`src/hdl/hazardPkg.sv`:
```
package hazardPkg;

    // Datapath and register file geometry
    parameter int instrWidth = 16;
    parameter int regIdxWidth = 3;

    // Primary opcode lives in the top five bits
    parameter int opcodeWidth = 5;
    parameter int immWidth = 5;

    // Control-flow class uses only the top three opcode bits
    parameter int ctrlFlowWidth = 3;

    parameter logic [opcodeWidth-1:0] opNop = 5'b00001;
    parameter logic [opcodeWidth-1:0] opLoad = 5'b10001;
    parameter logic [opcodeWidth-1:0] opStore = 5'b10000;

    parameter logic [ctrlFlowWidth-1:0] ctrlFlowJump = 3'b001;
    parameter logic [ctrlFlowWidth-1:0] ctrlFlowBranch = 3'b011;

    // Destination of an in-flight instruction
    // valid means that stage will write a register
    typedef struct packed {
        logic [regIdxWidth-1:0] dest;
        logic valid;
    } regTagT;

    // Address touched by an in-flight load or store
    typedef struct packed {
        logic [instrWidth-1:0] addr;
        logic enable;
    } memTagT;

endpackage
```
`src/hdl/issueFront.sv`:
```
`timescale 1ns/1ns

module issueFront import hazardPkg::*; #(
    parameter int shadowDepth = 4
) (
    input  logic                  clk,
    input  logic                  reset,
    input  logic [instrWidth-1:0] instr,
    input  logic [instrWidth-1:0] reg1Data,
    output logic [instrWidth-1:0] pc,
    output logic                  nop,
    output logic                  pcStall
);

    logic [regIdxWidth-1:0] rs;
    logic [regIdxWidth-1:0] rt;
    logic [regIdxWidth-1:0] rd;
    logic [instrWidth-1:0]  imm;
    logic                   writesReg;
    logic                   isMem;
    logic                   isCtrlFlow;
    logic                   isNop;

    instrDecode instrDecode_i (
        .instr(instr),
        .rs(rs),
        .rt(rt),
        .rd(rd),
        .imm(imm),
        .writesReg(writesReg),
        .isMem(isMem),
        .isCtrlFlow(isCtrlFlow),
        .isNop(isNop)
    );

    hazDet #(
        .shadowDepth(shadowDepth)
    ) hazDet_i (
        .clk(clk),
        .reset(reset),
        .rs(rs),
        .rt(rt),
        .rd(rd),
        .imm(imm),
        .reg1Data(reg1Data),
        .writesReg(writesReg),
        .isMem(isMem),
        .isCtrlFlow(isCtrlFlow),
        .isNop(isNop),
        .nop(nop),
        .pcStall(pcStall)
    );

    // PC holds whenever hazDet asks for a stall
    pcUnit pcUnit_i (
        .clk(clk),
        .reset(reset),
        .pcStall(pcStall),
        .pc(pc)
    );

endmodule

```
`src/hdl/pcUnit.sv`:
```
`timescale 1ns/1ns

module pcUnit import hazardPkg::*; (
    input  logic                  clk,
    input  logic                  reset,
    input  logic                  pcStall,
    output logic [instrWidth-1:0] pc
);

    // Instructions are one halfword wide
    localparam logic [instrWidth-1:0] pcStep = 16'd2;

    logic [instrWidth-1:0] pcNext;

    always_comb begin
        if (pcStall) begin
            pcNext = pc;
        end else begin
            pcNext = pc + pcStep;
        end
    end

    always_ff @(posedge clk) begin
        if (reset) begin
            pc <= '0;
        end else begin
            pc <= pcNext;
        end
    end

endmodule

```
`src/hdl/hazDet.sv`:
```
`timescale 1ns/1ns

module hazDet import hazardPkg::*; #(
    parameter int shadowDepth = 4
) (
    input  logic                   clk,
    input  logic                   reset,
    input  logic [regIdxWidth-1:0] rs,
    input  logic [regIdxWidth-1:0] rt,
    input  logic [regIdxWidth-1:0] rd,
    input  logic [instrWidth-1:0]  imm,
    input  logic [instrWidth-1:0]  reg1Data,
    input  logic                   writesReg,
    input  logic                   isMem,
    input  logic                   isCtrlFlow,
    input  logic                   isNop,
    output logic                   nop,
    output logic                   pcStall
);

    logic [instrWidth-1:0] memAddr;

    regTagT regEnter;
    regTagT regStages [shadowDepth];
    memTagT memEnter;
    memTagT memStages [shadowDepth];

    logic regMatch;
    logic memEnAny;
    logic memAddrAny;
    logic regHaz;
    logic memHaz;
    logic squashQ;

    // Effective address of the current access
    assign memAddr = reg1Data + imm;

    // Register RAW against every older writer still in flight
    always_comb begin
        regMatch = 1'b0;
        for (int i = 0; i < shadowDepth; i++) begin
            if (regStages[i].valid &&
                ((regStages[i].dest == rs) || (regStages[i].dest == rt))) begin
                regMatch = 1'b1;
            end
        end
    end

    assign regHaz = regMatch & ~isNop;

    // Enable and address are reduced separately, then combined
    always_comb begin
        memEnAny = 1'b0;
        memAddrAny = 1'b0;
        for (int i = 0; i < shadowDepth; i++) begin
            if (memStages[i].enable) begin
                memEnAny = 1'b1;
            end
            if (memStages[i].addr == memAddr) begin
                memAddrAny = 1'b1;
            end
        end
    end

    assign memHaz = isMem & memEnAny & memAddrAny;

    assign pcStall = (regHaz | memHaz) & ~isNop;
    assign nop = (pcStall | squashQ) & ~isNop;

    // Slot after a jump or branch gets squashed
    always_ff @(posedge clk) begin
        if (reset) begin
            squashQ <= 1'b0;
        end else begin
            squashQ <= isCtrlFlow & ~regHaz & ~memHaz;
        end
    end

    // Bubbles enter the history with valid and enable cleared
    always_comb begin
        regEnter = '0;
        memEnter = '0;
        if (!nop) begin
            regEnter.dest = rd;
            regEnter.valid = writesReg;
            memEnter.addr = memAddr;
            memEnter.enable = isMem;
        end
    end

    shadowPipe #(
        .payloadT(regTagT),
        .shadowDepth(shadowDepth)
    ) regShadow (
        .clk(clk),
        .reset(reset),
        .enter(regEnter),
        .stages(regStages)
    );

    shadowPipe #(
        .payloadT(memTagT),
        .shadowDepth(shadowDepth)
    ) memShadow (
        .clk(clk),
        .reset(reset),
        .enter(memEnter),
        .stages(memStages)
    );

endmodule

```
`src/hdl/shadowPipe.sv`:
```
`timescale 1ns/1ns

module shadowPipe #(
    parameter type payloadT = logic [3:0],
    parameter int shadowDepth = 4
) (
    input  logic    clk,
    input  logic    reset,
    input  payloadT enter,
    output payloadT stages [shadowDepth]
);

    // Stage 0 is ID, the last stage is the oldest (WB for depth 4)
    always_ff @(posedge clk) begin
        if (reset) begin
            for (int i = 0; i < shadowDepth; i++) begin
                stages[i] <= '0;
            end
        end else begin
            stages[0] <= enter;
            for (int i = 1; i < shadowDepth; i++) begin
                stages[i] <= stages[i-1];
            end
        end
    end

    // A zero payload is always an invalid bubble since the flag bit is clear

endmodule

```
`src/hdl/instrDecode.sv`:
```
`timescale 1ns/1ns

module instrDecode import hazardPkg::*; (
    input  logic [instrWidth-1:0]  instr,
    output logic [regIdxWidth-1:0] rs,
    output logic [regIdxWidth-1:0] rt,
    output logic [regIdxWidth-1:0] rd,
    output logic [instrWidth-1:0]  imm,
    output logic                   writesReg,
    output logic                   isMem,
    output logic                   isCtrlFlow,
    output logic                   isNop
);

    logic [opcodeWidth-1:0]   opcode;
    logic [ctrlFlowWidth-1:0] ctrlClass;
    logic                     isRType;
    logic                     isLoad;
    logic                     isStore;

    assign opcode = instr[instrWidth-1 -: opcodeWidth];
    assign ctrlClass = instr[instrWidth-1 -: ctrlFlowWidth];

    // Register fields sit at fixed positions for every format
    assign rs = instr[10:8];
    assign rt = instr[7:5];

    // R-format opcodes start with 11 and carry rd in the low bits
    assign isRType = (opcode[opcodeWidth-1 -: 2] == 2'b11);

    always_comb begin
        if (isRType) begin
            rd = instr[4:2];
        end else begin
            rd = instr[7:5];
        end
    end

    assign isLoad = (opcode == opLoad);
    assign isStore = (opcode == opStore);

    // R-format, immediate ALU ops (010xx) and loads write back
    always_comb begin
        writesReg = 1'b0;
        if (isRType) begin
            writesReg = 1'b1;
        end else if (opcode[opcodeWidth-1 -: 3] == 3'b010) begin
            writesReg = 1'b1;
        end else if (isLoad) begin
            writesReg = 1'b1;
        end
    end

    assign isMem = isLoad | isStore;

    always_comb begin
        case (ctrlClass)
            ctrlFlowJump:   isCtrlFlow = 1'b1;
            ctrlFlowBranch: isCtrlFlow = 1'b1;
            default:        isCtrlFlow = 1'b0;
        endcase
    end

    assign isNop = (opcode == opNop);

    // Five bit immediate, sign extended to the datapath width
    assign imm = {{(instrWidth - immWidth){instr[immWidth-1]}}, instr[immWidth-1:0]};

endmodule

```
`config.mk`:
```
export PLATFORM = sky130hd
export DESIGN_NAME = issueFront
export DESIGN_NICKNAME = d
export VERILOG_FILES = /design/src/hdl/hazardPkg.sv /design/src/hdl/issueFront.sv /design/src/hdl/pcUnit.sv /design/src/hdl/hazDet.sv /design/src/hdl/shadowPipe.sv /design/src/hdl/instrDecode.sv
export SDC_FILE = /design/constraint.sdc
export NUM_CORES = 1
export LEC_CHECK = 0
export BUFFER_PORTS_ARGS = -buffer_cell sky130_fd_sc_hd__buf_2
export CORE_MARGIN = 4
export CORE_UTILIZATION = 55
export DETAILED_ROUTE_END_ITERATION = 10
export PLACE_DENSITY = 0.81
export SKIP_LAST_GASP = 1
export SYNTH_ARGS = -nofsm -noshare
export SYNTH_HDL_FRONTEND = slang
export SYNTH_SLANG_ARGS = --single-unit
```
`constraint.sdc`:
```
create_clock -name clk -period 7.9 [get_ports clk]
set_input_delay 1.58 -clock clk [delete_from_list [all_inputs] [get_ports clk]]
set_output_delay 1.58 -clock clk [all_outputs]
set_load 0.02 [all_outputs]
```
After elaboration in Yosys (flattened, before gate mapping)
Index checks and enable logic that the tools add are counted.

word-level totals
  register bits = 101
  input bits = 34
  output and inout port bits = 18
  word-level logic and storage cells = 79

cells by class
  $add $sub $neg = 2
  equality and inequality tests = 19
  mux-type cells = 17
  bitwise gates (word level) = 13
  reduce and logical (&&, ||, !) cells = 10

operator list
  cell                                                             count
  16-bit == test                                                   4
  3-bit == test                                                    8
  16-bit adder                                                     1
  16-bit by 2-bit adder with 16-bit output, second input constant  1
  1-bit 2-to-1 mux                                                 16
  5-bit == test, second input constant                             2
  1-bit AND                                                        7
  3-bit by 2-bit == test with 1-bit output, second input constant  2
  5-bit by 1-bit == test with 1-bit output, second input constant  1
  1-bit logical AND                                                4
  1-bit logical OR                                                 4
  2-bit OR reduction                                               2
  3-bit by 1-bit == test with 1-bit output, second input constant  1
  3-bit 2-to-1 mux                                                 1
  1-bit inverter                                                   3
  1-bit bitwise OR                                                 3
  2-bit == test, second input constant                             1

Logic depth before layout (Yosys ltp)
  word-level depth = 13
  mapped depth = 14
  gate-level depth less buffers = 12

By module
Synthesis repeated with hierarchy kept, for this count alone.

second synthesis, totals
  cells, all modules = 666
  area, all modules = 6273.5 µm²

by module, submodules not included
  module                            instances  cells each  area each (µm²)  seq. area each (µm²)
  hazDet                            1          381         2972.9           20.0
  shadowPipe at hazDet_i.memShadow  1          143         1836.8           1361.3
  pcUnit                            1          76          729.4            300.3
  shadowPipe at hazDet_i.regShadow  1          33          464.2            320.3
  instrDecode                       1          33          270.3            0.0

Worst setup path after synthesis
Ideal clock, no wire load.

  kind = in2out
  start = input port instr[0]
  end = output port nop
  arrival = 4473 ps
  data required time = 6320 ps
  path slack = 1847 ps
  stages = 13
  buffers on the path = 1
  cell sequence = ha_1 > fa_1 > a21o_1 > a221oi_2 > or4_4 > and3_1 > xnor3_1 > nor4_1 > nand4_1 > nand4_2 > a221o_1 > buf_6 > and2_1

on the way
  longest elaborated chain between the ends = 11
  elaborated cells on any way between the ends = 14
  those cells by class = 1 x add/sub; 4 x eq/ne; 4 x mux; 5 x bitwise

ends and longest elaborated chain
  what                            line              RTL
  start, declared                 issueFront.sv:8   input logic [instrWidth-1:0] instr,
  16-bit adder *                  hazDet.sv:36      assign memAddr = reg1Data + imm;
  16-bit == test                  hazDet.sv:59      if (memStages[i].addr == memAddr) begin
  1-bit 2-to-1 mux (3 in series)  hazDet.sv:59
  1-bit 2-to-1 mux *              hazDet.sv:59
  1-bit AND *                     hazDet.sv:65      assign memHaz = isMem & memEnAny & memAddrAny;
  1-bit bitwise OR *              hazDet.sv:67      assign pcStall = (regHaz | memHaz) & ~isNop;
  1-bit AND *                     hazDet.sv:67
  1-bit bitwise OR *              hazDet.sv:68      assign nop = (pcStall | squashQ) & ~isNop;
  1-bit AND *                     hazDet.sv:68
  end, declared                   issueFront.sv:11  output logic nop,

Mark *: on every way between the ends. The rest lies on a longest branch, timed or not.

Final worst setup path
Ends and elaborated chain as after synthesis.

==> results.txt <==
----------------------------------------------------
[Hold path]
  Worst hold endpoint ... hazDet_i.regShadow.stages[3]
  Type of the most critical hold path ... reg -> reg
  Critical hold path startpoint ... hazDet_i.regShadow.stages[7]
  Count of cells along the worst hold path ... 2

[Global routing]
  Global-route wire length before repair ... 18800 um
  Global Route met2 Usage ... 33.0%
  Number of antenna violations at the first check in global routing ... 0
  M1 GR Usage ... a little over a quarter
  Global routing met3 resource utilization ... around 4.5%
  Maximum number of pins on one net before global-route repair ... between 100 and 150
  Number of global-route vias before repair ... 4068
  Global routing's busiest layer ... met2
  Gr usage total ... 20.2%
  Residual overflow from global routing ... 0

[Place]
  Placed Instances ... 718
  PortBufs ... 50
  Instance area at placement ... approximately 0.0057 mm^2
  Weighted congestion at the end of routability-driven global placement ... 0.941
  Post-placement worst setup slack ... 1.24 ns
  Detailed placement HPWL ... 8090 um

[Synth]
  Number of different library cells in the post-synthesis netlist ... 59
  Synth Flop Type ... sky130_fd_sc_hd__dfxtp_1
  Seq cells post-synth ... 100
  Net count after synthesis ... 626
  Mapped Cells ... 575
  Most frequent cell after synthesis ... sky130_fd_sc_hd__dfxtp_1
  Synthesized area per cell ... 9.38 um^2
  Sequential area share after synthesis ... a little under two fifths
  Commonest cells post-synth ... sky130_fd_sc_hd__dfxtp_1 (100), sky130_fd_sc_hd__nor2b_1 (75), sky130_fd_sc_hd__xnor2_1 (54), sky130_fd_sc_hd__xor2_1 (41), sky130_fd_sc_hd__a21oi_1 (35)
  Area share of the largest cell type after synthesis ... 37.1%
  EDFF count, synth ... 0
  Library cell occupying the most area in the post-synthesis netlist ... sky130_fd_sc_hd__dfxtp_1
  Syn Std Cell Area ... 0.00539 mm^2
  Warnings from Yosys ... 0
  Largest cells by area after synthesis ... sky130_fd_sc_hd__dfxtp_1 (37%), sky130_fd_sc_hd__xnor2_1 (8.8%), sky130_fd_sc_hd__nor2b_1 (8.7%), sky130_fd_sc_hd__xor2_1 (6.7%), sky130_fd_sc_hd__ha_1 (3.7%)
  Asr flop ratio synth ... 0%

[Clock network]
  Clock root cell ... sky130_fd_sc_hd__clkbuf_8
  Deepest level of the CTS H-tree ... 3
  Total CTS buffers ... 9
  Post-CTS repair timing setup buffer count ... 0
  Clock latency on the worst-skew pair ... 0.36 ns
  CTS tree ... done
  Clock transition at the registers of the reported paths ... 0.09 ns
  Resized cells post-CTS ... 0
  Clk sinks ... 100
  CTS max path bufs ... 2
  Hold Buf Count CTS ... 0

[Final layout]
  Layout area overhead ... 7.96%
  Final instance area ... a little under 0.006 mm^2
  Number of cells in the finished layout apart from fillers ... approximately 730
  Final layout net count ... 651
  Fraction of final layout cells with drive strength greater than 1 ... approximately 15%
  Number of diodes ... 0
  Final core area utilization ... 62.1%

[STA]
  Upper clock frequency limit ... 0.148 GHz
  Setup violators final ... 0
  Fin crit period ... 6.75 ns
  Final hold slack ... 0.466 ns
  Accumulated negative setup slack ... 0 ns
  Slew at the pin closest to its max-slew limit ... roughly 1.1 ns
  Clk_skew ... 0.0139 ns
  Max Transition Viols Final ... 0
  RSZ-0062 raised after global routing ... false
  Final critical-path setup slack ... about 1.2 ns
  Fraction of the cycle the final worst path needs ... 85.4%
  Count of endpoints failing hold in the final timing report ... 0
  Max-Slew Margin vs Limit ... between 20% and 30%

[Worst setup path]
  Type of element launching the critical path ... input port
  Startpoint of the worst-slack reg-to-reg timing path ... hazDet_i.memShadow.stages[39]
  Endpoint arrival time on the critical path ... 5.17 ns
  Kind of critical path ... in -> out
  Endpoint class of the critical path ... output port
  Top fanout value on the critical path ... 16
  Data required time at the worst endpoint ... roughly 6.3 ns
  Register-to-register path setup slack ... slightly above 5 ns
  RR Endpoint ... hazDet_i.regShadow.stages[14]
  Path depth of the worst reg2reg path ... 9

[Route]
  Via count of the routed design ... 4080
  1st-iter DRT viols ... 134
  Via density ... 5.56
  Routed wirelength normalized by instance count ... 15.2 um
  Iteration count of the initial detailed-routing pass ... 4
  Post-detailed-routing wire length ... 11200 um
  Residual DRC ... 0
  Number of nets still failing antenna checks after routing ... 0

[Power and ir drop]
  Cell area power density ... about 200 mW/mm^2
  Leakage dissipation ... ~2.4 nW
  Total chip power ... about 1.1 mW
  Worst voltage drop across the vdd grid ... 0.113 mV

[Floorplan]
  Core region area ... about 0.0094 mm^2
  Die extent in y ... 107 um
  # rows ... 35
  Initial cell density of the core ... 57.6%
  Area of the die ... 0.0115 mm^2
  Ports ... 52
  Horiz. Die Dim ... 107 um

[Outcome]
  Run status ... finished clean

[Run]
  Count of maximum capacitance violations ... 0

----------------------------------------------------
## where the power goes
group	internal [mW]	leakage (nW)	total (mW)	switching, mW
Sequential	0.534	0.816	0.556	0.0216
Combinational	0.137	1.51	0.301	0.164
Clock	0.116	0.0799	0.290	0.174
Total	0.787	2.40	1.15	0.360
## layer usage
layer | share of wire (%) | up-vias | routed length (um)
li1 | - | 2003 | -
met1 | 44 | 1950 | 4970
met2 | 48 | 109 | 5380
met3 | 5.6 | 18 | 625
met4 | 1.9 | 0 | 211
met5 | 0 | - | 0
## how the worst max path moves through the flow
stage | start | endpoint | slack, ns | depth (start not counted)
2_1_floorplan | instr[0] | nop | 1.85 | 13
3_3_place_gp | instr[4] | nop | 1.36 | 13
3_5_place_dp | instr[0] | nop | 1.24 | 14
4_1_cts | instr[0] | nop | 1.20 | 14
5_1_grt | instr[0] | nop | 0.93 | 14
6_report | instr[0] | nop | 1.15 | 14
## layout by cell type, fill, tap and decap left out, types with 11 or more instances in the layout
cell type / instances
sky130_fd_sc_hd__nand4_1: 14
sky130_fd_sc_hd__buf_2: 49
sky130_fd_sc_hd__nor3_1: 11
sky130_fd_sc_hd__dfxtp_1: 100
sky130_fd_sc_hd__nand2b_1: 13
sky130_fd_sc_hd__nor2_1: 26
sky130_fd_sc_hd__xor2_1: 41
sky130_fd_sc_hd__ha_1: 16
sky130_fd_sc_hd__nor2b_1: 75
sky130_fd_sc_hd__nand3_1: 23
sky130_fd_sc_hd__xnor2_1: 54
sky130_fd_sc_hd__nand2_1: 20
sky130_fd_sc_hd__a21oi_1: 35
## layout make-up
| class | instances | area (um^2) |
|---|---|---|
| flip-flops and latches | 100 | 2000 |
| well taps | 129 | 161 |
| inverters | 7 | 26.3 |
| multi-input cells | 431 | 3200 |
| fillers | 791 | 3550 |
| repair buffers | 51 | 260 |
| clock buffers | 11 | 131 |
| clock inverters | 5 | 37.5 |
## sequential cells by signal (all words and copies together) (netlist names)
| signal | flops |
|---|---|
| hazDet_i.memShadow.stages | 68 |
| hazDet_i.regShadow.stages | 16 |
| hazDet_i.squashQ | 1 |
| pcUnit_i.pc | 15 |
## worst max-delay path, stage by stage
cell                       delay (ns)
sky130_fd_sc_hd__buf_2           0.10
sky130_fd_sc_hd__ha_1            0.24
sky130_fd_sc_hd__fa_1            0.43
sky130_fd_sc_hd__a21o_1          0.21
sky130_fd_sc_hd__a221oi_2        0.44
sky130_fd_sc_hd__a21oi_1         0.18
sky130_fd_sc_hd__xnor2_2         0.40
sky130_fd_sc_hd__xnor2_1         0.19
sky130_fd_sc_hd__nor4_1          0.09
sky130_fd_sc_hd__nand4_1         0.11
sky130_fd_sc_hd__nand4_2         0.38
sky130_fd_sc_hd__a221o_1         0.48
sky130_fd_sc_hd__and2_1          0.16
sky130_fd_sc_hd__buf_2           0.15
## cells by family after synthesis
logic type                 count (synthesis)  share of synthesized area (%)
AOI/OAI and AO/OA                         84                           11.1
xor gates and xnor gates                 105                           19.3
adders and majority gates                 17                           4.08
buffers and inverters                     44                           3.48
DFF                                      100                           37.1
muxes                                     14                           2.90
other                                      1                         0.0695
and+or+nand+nor                          210                           21.9
Power figures use the tool's default switching activity.
